==> src/hdl/smartnic_pkg.sv <==
`default_nettype none

package smartnic_pkg;

    // --------------------
    // Port and destination
    // --------------------

    // Source port, carried in tid
    typedef logic [1:0] port_t;

    // Destination as seen on app_igr and h2c
    typedef logic [1:0] igr_tdest_t;

    // Egress destination codes
    typedef enum logic [2:0] {
        CMAC0    = 3'd0,
        CMAC1    = 3'd1,
        HOST0    = 3'd2,
        HOST1    = 3'd3,
        LOOPBACK = 3'd4
    } egr_tdest_t;

    // --------------------
    // Packet metadata
    // --------------------

    // Packet id, the only tuser field still in use
    typedef logic [15:0] pid_t;

endpackage : smartnic_pkg

`default_nettype wire

==> src/hdl/axis_pkg.sv <==
`default_nettype none

package axis_pkg;

    // --------------------
    // Beat geometry
    // --------------------

    // Bytes carried per beat
    localparam int DATA_BYTE_WID = 64;

    // --------------------
    // Beat payload types
    // --------------------

    typedef logic [DATA_BYTE_WID*8-1:0] tdata_t;

    // One enable per data byte
    typedef logic [DATA_BYTE_WID-1:0]   tkeep_t;

endpackage : axis_pkg

`default_nettype wire
==> src/hdl/host_demux.sv <==
`timescale 1ns/1ns
`default_nettype none

module host_demux
    import axis_pkg::*, smartnic_pkg::*;
(
    input  wire        core_clk,
    input  wire        rst,

    input  wire        in_tvalid,
    output logic       in_tready,
    input  wire        tdata_t in_tdata,
    input  wire        tkeep_t in_tkeep,
    input  wire        in_tlast,
    input  wire        port_t in_tid,
    input  wire        egr_tdest_t in_tdest,
    input  wire        pid_t in_tuser_pid,

    output logic       app_tvalid,
    input  wire        app_tready,
    output tdata_t     app_tdata,
    output tkeep_t     app_tkeep,
    output logic       app_tlast,
    output port_t      app_tid,
    output egr_tdest_t app_tdest,
    output pid_t       app_tuser_pid,

    output logic       host_tvalid,
    input  wire        host_tready,
    output tdata_t     host_tdata,
    output tkeep_t     host_tkeep,
    output logic       host_tlast,
    output port_t      host_tid,
    output egr_tdest_t host_tdest,
    output pid_t       host_tuser_pid
);

    logic in_pkt;
    logic sel_r;
    logic sel;

    // Host branch picked on the first beat, locked until tlast
    assign sel = in_pkt ? sel_r : (in_tdest == HOST0 || in_tdest == HOST1);

    assign in_tready   = sel ? host_tready : app_tready;
    assign app_tvalid  = in_tvalid && !sel;
    assign host_tvalid = in_tvalid && sel;

    // Payload fans out to both branches
    assign app_tdata      = in_tdata;
    assign app_tkeep      = in_tkeep;
    assign app_tlast      = in_tlast;
    assign app_tid        = in_tid;
    assign app_tdest      = in_tdest;
    assign app_tuser_pid  = in_tuser_pid;
    assign host_tdata     = in_tdata;
    assign host_tkeep     = in_tkeep;
    assign host_tlast     = in_tlast;
    assign host_tid       = in_tid;
    assign host_tdest     = in_tdest;
    assign host_tuser_pid = in_tuser_pid;

    always_ff @(posedge core_clk) begin
        if (rst) begin
            in_pkt <= 1'b0;
            sel_r  <= 1'b0;
        end else if (in_tvalid && in_tready) begin
            in_pkt <= !in_tlast;
            sel_r  <= sel;
        end
    end

    a_one_branch : assert property (@(posedge core_clk) disable iff (rst)
        !(app_tvalid && host_tvalid));

    // No branch switch between beats of one packet
    a_branch_held : assert property (@(posedge core_clk) disable iff (rst)
        in_tvalid && in_tready && !in_tlast |=> sel == $past(sel));

endmodule : host_demux

`default_nettype wire

==> config.mk <==
export PLATFORM = sky130hd
export DESIGN_NAME = host_demux
export DESIGN_NICKNAME = d
export VERILOG_FILES = /design/src/hdl/smartnic_pkg.sv /design/src/hdl/axis_pkg.sv /design/src/hdl/host_demux.sv
export SDC_FILE = /design/constraint.sdc
export NUM_CORES = 1
export LEC_CHECK = 0
export ABC_AREA = 1
export BUFFER_PORTS_ARGS = -buffer_cell sky130_fd_sc_hd__buf_2
export CORE_AREA = 10 10 688 690
export DETAILED_ROUTE_END_ITERATION = 8
export DIE_AREA = 0 0 698 700
export GPL_TIMING_DRIVEN = 0
export PLACE_DENSITY = 0.3
export SETUP_SLACK_MARGIN = 0.5
export SYNTH_ARGS = -nofsm -noshare
export SYNTH_HDL_FRONTEND = slang
export SYNTH_SLANG_ARGS = --single-unit
export TNS_END_PERCENT = 20
==> constraint.sdc <==
create_clock -name core_clk -period 0.9 [get_ports core_clk]
set_clock_uncertainty 0.05 [all_clocks]
set_input_delay 0 -clock core_clk [delete_from_list [all_inputs] [get_ports core_clk]]
set_output_delay 0 -clock core_clk [all_outputs]
set_load 0.03 [all_outputs]
==> metrics.txt <==
failing checks antenna violations, negative hold slack, negative setup slack; number of CTS-inserted buffers 3; synthesized-area fraction occupied by xor and xnor cells 0; post-synth net total between 1500 and 2000; adder-cell area share of the yosys netlist 0; synth unique cells 11; R2R setup slack -0.19 ns; crit-path max FO 3; initial antenna violation count 290; mux contribution to synthesized area 0; DR vias/cell around 1.5; most common cell after layout, fill and taps aside buf_4; Worst setup SP type flop; Max Buffers Root-to-Sink 2; core area between 400000 and 500000 sq um; compound-cell area share of the yosys netlist 0.00246; Setup crit end kind primary output; # setup viols final 5; num ports 1802; die area approximately 500000 sq um; gr usage total 0.122; layout cells sized above 1 0.995; post-route ant nets 1; power consumption 0.0171 W; status complete, but fails checks; most frequent cells in the layout 1336 x buf_4, 925 x buf_2, 99 x buf_6, 39 x buf_8; Port Buffers 1206; average cell area after synthesis 7.48 sq um; first-pass GRT wire length 342 mm; worst hold path class input port to flop; Synth-to-Final Area Change 173%; Util after Layout 0.0545; CP endpoint in_tready; Least-Margin Pin Slew about 0.31 ns; R2R cell count 8; Worst Setup SP sel_r$_SDFFE_PP0P_; Crit-path slowest cell dfxtp_2; starting density of the core 0.0200; post-DP HPWL ~310 mm; clock sinks 2; routed len/inst 35.9 um; critical path, cell by cell inv_1, nand2_2, nand3_4, and2_4, buf_6; final WL approximately 310 mm; Max stage delay on crit path approximately 0.33 ns; FF-to-FF End in_pkt$_SDFFE_PP0P_; Final Critical Period 1.14 ns; FMAX between 0.8 and 0.9 GHz; Critical Path RT 0.85 ns; largest net degree at the start of global routing 5; FF+latch count, synth 2; Seq. cell area 45.0 sq um; GRT overflow 0; Vias between 10000 and 15000; # rows 249; Reg clk slew, reported paths 0.03 ns; top cells by area, synth buf_4 98%, dfxtp_1 0.44%, nand3_2 0.33%, inv_1 0.33%, nand2_1 0.29%; filler instances 54700; DRC viols 0; yosys warns 0; Min Hold Slack -0.109 ns; fin nets approximately 3000; RePlAce Congestion 0.974; max-cap violations 0; Lkg Pwr approximately 11 nW; Max IR drop VDD 0.000398 V; Post-Syn Area 9160 sq um; Final Hold Fails 2; reg2reg start sel_r$_SDFFE_PP0P_; initial DRC count 698; placed cell count 8580; Slew headroom 0.792; CTS tree yes; Mapped Cells 1225; Root Driver clkbuf_16; sequential cell area fraction in the yosys report 0.00437; Finished Layout Cells 8763; Die Y 700 um; main combinational cell family by area after synthesis buffers and inverters; unrepaired setup endpoints after global routing yes; post-route setup slack -0.245 ns; top-area cell type share of the netlist area 0.980; chip width 698 um; Clock Latency Late Sink 0.23 ns; fin crit share 1.27; area of the multi-input gates 183 sq um; simple-gate area share of the yosys netlist 0.00970; leading area contributor after synthesis buf_4; TritonRoute pass-1 iters 5; vias in the first global route 11900; Slew Viols, Final 0; Crit Path Category flop to primary output; PD cells slightly below 700 nW/um^2; H-tree lvl count 1; WP data arrival 1.09 ns
worst max-delay path, delay by kind of cell (launching register included):
family	cells	cell delay [ns]
buf+inv	2	0.18
simple gates	3	0.35
flops	1	0.33
where the power goes:
part | total, W | internal (W) | switching [W]
logic | 0.0164 | 0.00589 | 0.0105
clock network | 0.000668 | 0.000565 | 0.000103
registers | 0.000104 | 0.0000952 | 0.00000898
total | 0.0171 | 0.00655 | 0.0106
metrics by stage:
stage | worst slack (ns) | area [sq um] | TNS, ns
6_report | -0.245 | 25000 | -1.08
5_1_grt | -0.291 | 24700 | -1.36
4_1_cts | -0.272 | 24500 | -1.25
3_5_place_dp | -0.473 | 22900 | -1.38
3_3_place_gp | -0.493 | 22900 | -1.41
2_1_floorplan | -0.154 | 9170 | -0.255
per-layer routing:
| layer | vias up | GRT usage | wire length, um |
|---|---|---|---|
| li1 | 5164 | - | - |
| met1 | 5907 | 0.108 | 96400 |
| met2 | 1308 | 0.193 | 138000 |
| met3 | 471 | 0.125 | 67800 |
| met4 | 290 | 0.0298 | 10200 |
| met5 | - | 0 | 2010 |
final cells by class:
class                           instances  area share
Inverter                                8     0.00120
Clock buffer                            3     0.00300
Sequential cell                         2     0.00180
Antenna cell                          174      0.0174
Buffer                               1196       0.360
Tap cell                             6149       0.308
Timing Repair Buffer                 1212       0.302
Multi-Input combinational cell         19     0.00730
worst min path at each step:
stage          start                  to  slack, ns  cells after the start
2_1_floorplan    rst  sel_r$_SDFFE_PP0P_       0.01                      1
3_3_place_gp     rst  sel_r$_SDFFE_PP0P_       0.13                      2
3_5_place_dp     rst  sel_r$_SDFFE_PP0P_       0.13                      2
4_1_cts          rst  sel_r$_SDFFE_PP0P_      -0.11                      2
5_1_grt          rst  sel_r$_SDFFE_PP0P_       -0.1                      2
6_report         rst  sel_r$_SDFFE_PP0P_      -0.11                      2
timing repair:
| item | in CTS | in global routing |
|---|---|---|
| pin swaps | 4 | 5 |
| setup buffers | 4 | 2 |
| resized for setup | 487 | 17 |
| endpoints found under the setup margin | 274 | 19 |
| endpoints found under the hold margin | 2 | 1 |
kinds of logic after synthesis:
kind of cell / count (synthesis)
flops: 2
compound gates: 3
buf+inv: 1204
simple gates: 16
flip-flops by register name, summed over array words and instances (netlist names):
signal and flops:
sel_r 1, in_pkt 1
synth_stat cells (all sizes together):
master and instances:
and2 1, a21oi 3, nor2 3, nand3 3, inv 8, dfxtp 2, nand2 9, buf 1196
Note: power is estimated with default switching activity, not from simulation.
