--- src/hdl/smartnic_pkg.sv ---
`default_nettype none

package smartnic_pkg;

    // --------------------
    // Port and destination
    // --------------------

    // Source port, carried in tid
    typedef logic [1:0] port_t;

    // Destination as seen on app_igr and h2c
    typedef logic [1:0] igr_tdest_t;

    // Egress destination codes
    typedef enum logic [2:0] {
        CMAC0    = 3'd0,
        CMAC1    = 3'd1,
        HOST0    = 3'd2,
        HOST1    = 3'd3,
        LOOPBACK = 3'd4
    } egr_tdest_t;

    // --------------------
    // Packet metadata
    // --------------------

    // Packet id, the only tuser field still in use
    typedef logic [15:0] pid_t;

endpackage : smartnic_pkg

`default_nettype wire

--- src/hdl/axis_pkg.sv ---
`default_nettype none

package axis_pkg;

    // --------------------
    // Beat geometry
    // --------------------

    // Bytes carried per beat
    localparam int DATA_BYTE_WID = 64;

    // --------------------
    // Beat payload types
    // --------------------

    typedef logic [DATA_BYTE_WID*8-1:0] tdata_t;

    // One enable per data byte
    typedef logic [DATA_BYTE_WID-1:0]   tkeep_t;

endpackage : axis_pkg

`default_nettype wire
--- src/hdl/axis_full_pipe.sv ---
`timescale 1ns/1ns
`default_nettype none

module axis_full_pipe
    import axis_pkg::*, smartnic_pkg::*;
(
    input  wire        core_clk,
    input  wire        rst,

    input  wire        in_tvalid,
    output logic       in_tready,
    input  wire        tdata_t in_tdata,
    input  wire        tkeep_t in_tkeep,
    input  wire        in_tlast,
    input  wire        port_t in_tid,
    input  wire        egr_tdest_t in_tdest,
    input  wire        pid_t in_tuser_pid,

    output logic       out_tvalid,
    input  wire        out_tready,
    output tdata_t     out_tdata,
    output tkeep_t     out_tkeep,
    output logic       out_tlast,
    output port_t      out_tid,
    output egr_tdest_t out_tdest,
    output pid_t       out_tuser_pid
);

    typedef struct packed {
        tdata_t     tdata;
        tkeep_t     tkeep;
        logic       tlast;
        port_t      tid;
        egr_tdest_t tdest;
        pid_t       pid;
    } beat_t;

    beat_t in_beat;
    beat_t main_beat;
    beat_t skid_beat;
    logic  main_valid;
    logic  skid_valid;

    assign in_beat = {in_tdata, in_tkeep, in_tlast, in_tid, in_tdest, in_tuser_pid};

    // Ready comes straight from a flop, low only with both entries full
    assign in_tready = !skid_valid;

    // --------------------
    // Entry control
    // --------------------
    always_ff @(posedge core_clk) begin
        if (rst) begin
            main_valid <= 1'b0;
            skid_valid <= 1'b0;
        end else if (!main_valid || out_tready) begin
            // Main entry drains, refill from skid first
            main_valid <= skid_valid || (in_tvalid && in_tready);
            skid_valid <= 1'b0;
        end else if (in_tvalid && in_tready) begin
            skid_valid <= 1'b1;
        end
    end

    always_ff @(posedge core_clk) begin
        if (!main_valid || out_tready) begin
            main_beat <= skid_valid ? skid_beat : in_beat;
        end
        if (!skid_valid) begin
            skid_beat <= in_beat;
        end
    end

    assign out_tvalid    = main_valid;
    assign out_tdata     = main_beat.tdata;
    assign out_tkeep     = main_beat.tkeep;
    assign out_tlast     = main_beat.tlast;
    assign out_tid       = main_beat.tid;
    assign out_tdest     = main_beat.tdest;
    assign out_tuser_pid = main_beat.pid;

    // Stalled output beat held until taken
    a_out_stable : assert property (@(posedge core_clk) disable iff (rst)
        out_tvalid && !out_tready |=> out_tvalid && $stable(main_beat));

endmodule : axis_full_pipe

`default_nettype wire

--- config.mk ---
export PLATFORM = sky130hd
export DESIGN_NAME = axis_full_pipe
export DESIGN_NICKNAME = d
export VERILOG_FILES = /design/src/hdl/smartnic_pkg.sv /design/src/hdl/axis_pkg.sv /design/src/hdl/axis_full_pipe.sv
export SDC_FILE = /design/constraint.sdc
export NUM_CORES = 1
export LEC_CHECK = 0
export ABC_AREA = 1
export BUFFER_PORTS_ARGS = -buffer_cell sky130_fd_sc_hd__buf_2
export CAP_MARGIN = 10
export CORE_AREA = 4 4 471 473
export DETAILED_ROUTE_END_ITERATION = 16
export DIE_AREA = 0 0 475 477
export GPL_TIMING_DRIVEN = 1
export PLACE_DENSITY = 0.42
export SYNTH_ARGS = -nofsm -noshare
export SYNTH_HDL_FRONTEND = slang
export SYNTH_SLANG_ARGS = --single-unit
--- constraint.sdc ---
create_clock -name core_clk -period 18.3 [get_ports core_clk]
set_clock_uncertainty 0.2 [all_clocks]
set_input_delay 1.83 -clock core_clk [delete_from_list [all_inputs] [get_ports core_clk]]
set_output_delay 1.83 -clock core_clk [all_outputs]
set_load 0.05 [all_outputs]
==> results.sh <==
export IMPL_clock_root_buffer="clkbuf_16"
export IMPL_die_width_um=475
export IMPL_r2r_start="skid_valid"
export IMPL_drive_gt1_share_pct=31.9
export IMPL_grt_max_degree=165
export IMPL_worstPathMaxFanout=119
export IMPL_startpoint="out_tready"
export IMPL_final_cell_mix="1795 x nand2_1, 1201 x buf_2, 599 x dfxtp_1"
export IMPL_gp_congestion=0.794
export IMPL_p_switching_uw=1840
export IMPL_critPathCaptureType="flip-flop"
export IMPL_worstPathCellList="buf_2, inv_1, nand2_4, buf_12, buf_4, buf_4"
export IMPL_p_leak_uw=0.0234
export IMPL_fp_row_count=171
export IMPL_cts_resized_gates=0
export IMPL_min_from="skid_beat[273]"
export IMPL_synthMuxAreaShare_pct=0
export IMPL_wl_per_cell_um=18.3
export IMPL_clock_sinks=1198
export IMPL_vias_per_cell=3.54
export IMPL_nets=4961
export IMPL_p_int_uw=4800
export IMPL_maxCapViolations=0
export IMPL_grt_overflow=0
export IMPL_core_area_um2=217000
export IMPL_synth_area_leaders="edfxtp_1 48%, dfxtp_1 32%, nand2_1 18%, buf_2 1.4%, clkbuf_1 0.19%"
export IMPL_initial_core_util_pct=17.2
export IMPL_critPathKind="in -> reg"
export IMPL_synthAdderAreaFrac_pct=0
export IMPL_synth_top_area_share_pct=48.0
export IMPL_tns_ns=0
export IMPL_cts_made_buffers=136
export IMPL_clkPwrFrac_pct=41.0
export IMPL_sequentialPowerShare_pct=46.9
export IMPL_drv_slew=0
export IMPL_period_share_pct=26.6
export IMPL_drt_iter0_drc=1254
export IMPL_cts_buffer_depth=3
export IMPL_gr_usage_all_layers_pct=11.4
export IMPL_cp_common_cell="buf_4"
export IMPL_slowest_stage="buf_4"
export IMPL_synth_simple_gate_area_share_pct=18.0
export IMPL_start_kind="primary input"
export IMPL_peakVddDrop_mv=0.0847
export IMPL_area_growth_pct=36.7
export IMPL_synth_xor_xnor_area_share_pct=0
export IMPL_ys_ff_latch=1198
export IMPL_synth_top_family_by_area="simple AND/OR/NAND/NOR gates"
export IMPL_tightest_slew_ns=1.01
export IMPL_synth_area_um2=37400
export IMPL_antenna_found_initial=98
export IMPL_worstHoldPathType="reg -> reg"
export IMPL_n_fill_cell=23548
export IMPL_wl_mm=135
export IMPL_p_comb_share_pct=12.1
export IMPL_p_per_area_nw_per_um2=130
export IMPL_seqCellArea_um2=30000
export IMPL_hold_viol=0
export IMPL_fmax_mhz=206
export IMPL_port_buffer_count=1201
export IMPL_placed_cell_area_um2=46600
export IMPL_rsz0062_at_grt="false"
export IMPL_dr_pass1_iters=5
export IMPL_synthCells=3134
export IMPL_crit_arrival_ns=5.02
export IMPL_hold_slack_ns=0.245
export IMPL_antenna_left=0
export IMPL_htree_num_levels=4
export IMPL_setup_viol=0
export IMPL_io_pins=1202
export IMPL_synth_top_cell_by_area="edfxtp_1"
export IMPL_num_vias=26042
export IMPL_cts_tree="yes"
export IMPL_syn_avg_cell_area_um2=11.9
export IMPL_dieArea_um2=227000
export IMPL_syn_nets=3736
export IMPL_clock_latency_ns=0.76
export IMPL_grt_pass1_vias=26675
export IMPL_final_area_um2=51100
export IMPL_dp_final_hpwl_mm=99.2
export IMPL_drc=0
export IMPL_synth_warnings=0
export IMPL_outcome="finished clean"
export IMPL_holdBufCountCts=0
export IMPL_relSlewSlack_pct=32.9
export IMPL_final_common_cell="nand2_1"
export IMPL_dieHeight_um=477
export IMPL_max_stage_delay_ns=0.82
export IMPL_fin_crit_ns=4.86
export IMPL_multi_input_area_um2=6770
export IMPL_crit_required_ns=18.46
export IMPL_postCtsSetupRepairBufs=0
export IMPL_switching_share_pct=27.7
export IMPL_grt_pass1_wl_mm=189
export IMPL_yosysUniqueCellTypes=12
export IMPL_synth_compound_area_share_pct=0.0134
export IMPL_ys_seq_area_share_pct=80.1
export IMPL_cts_clk_slew_worst_paths_ns=0.05
==> flip-flops by register name (all words and copies together), names as in the netlist <==
signal / cells
out_tuser_pid: 16
skid_beat: 598
skid_valid: 1
out_tdata: 512
out_tid: 2
out_tvalid: 1
out_tdest: 3
out_tkeep: 64
out_tlast: 1
==> path summary, 6_finish.rpt <==
check                    to  slack [ns]  cells past startpoint
max reg2reg  out_tdata[252]       13.92                      6
max          out_tdata[283]       13.44                      6
min reg2reg  skid_beat[273]        0.24                      2
min          skid_beat[273]        0.24                      2
==> power groups by stage <==
stage               Sequential (µW)  Clock [µW]  Combinational, µW
floorplan                      3610           0                116
global placement               3170           0                814
detailed placement             3170           0                816
CTS                            3110        2820                818
global route                   3130        2940                850
finish                         3110        2720                803
==> cells by family (layout without fill, tap and decap cells) <==
family	Yosys count	count (layout)
AO/OA/AOI/OAI	1	1
buffers and inverters	136	1473
flip-flops	1198	1198
other	0	27
AND/OR/NAND/NOR	1799	1799
==> final cells by class <==
cell class / count / area share, %
tap: 2854 / 6.98
inverter: 3 / 0.0538
clock buffer: 197 / 7.62
clock inverter: 53 / 1.19
sequential: 1198 / 58.6
multi-input combinational: 1800 / 13.2
antenna: 27 / 0.132
timing repair buffer: 1220 / 12.2
==> synth_stat cells <==
master    number
nand2_1     1796
dfxtp_1      600
edfxtp_1     598
buf_2        104
clkbuf_1      19
buf_4          7
buf_6          3
inv_1          2
nor2_1         2
inv_4          1
nand3_1        1
o21ai_0        1
==> critical path, delay by kind of cell <==
family | cells | cell delay, ns
simple gates | 1 | 0.58
buf+inv | 5 | 2.14
==> metrics by stage <==
stage	std cells	total power [µW]	setup slack [ns]	util (%)
after floorplan	3134	3730	2.38	-
after global placement	7075	3980	12.60	21.5
after detailed placement	7075	3980	12.66	21.5
after CTS	7325	6750	13.49	23.5
after global routing	7335	6920	13.29	23.6
final	7352	6630	13.44	23.6
==> per-layer routing <==
metal,up-vias,GRT usage [%],share of wire (%)
met4,136,3.49,2.3
met1,12015,12.4,38
met3,304,6.59,13
met5,-,0,0.63
li1,12557,-,-
met2,1030,18.7,47
Power figures use the tool's default switching activity.
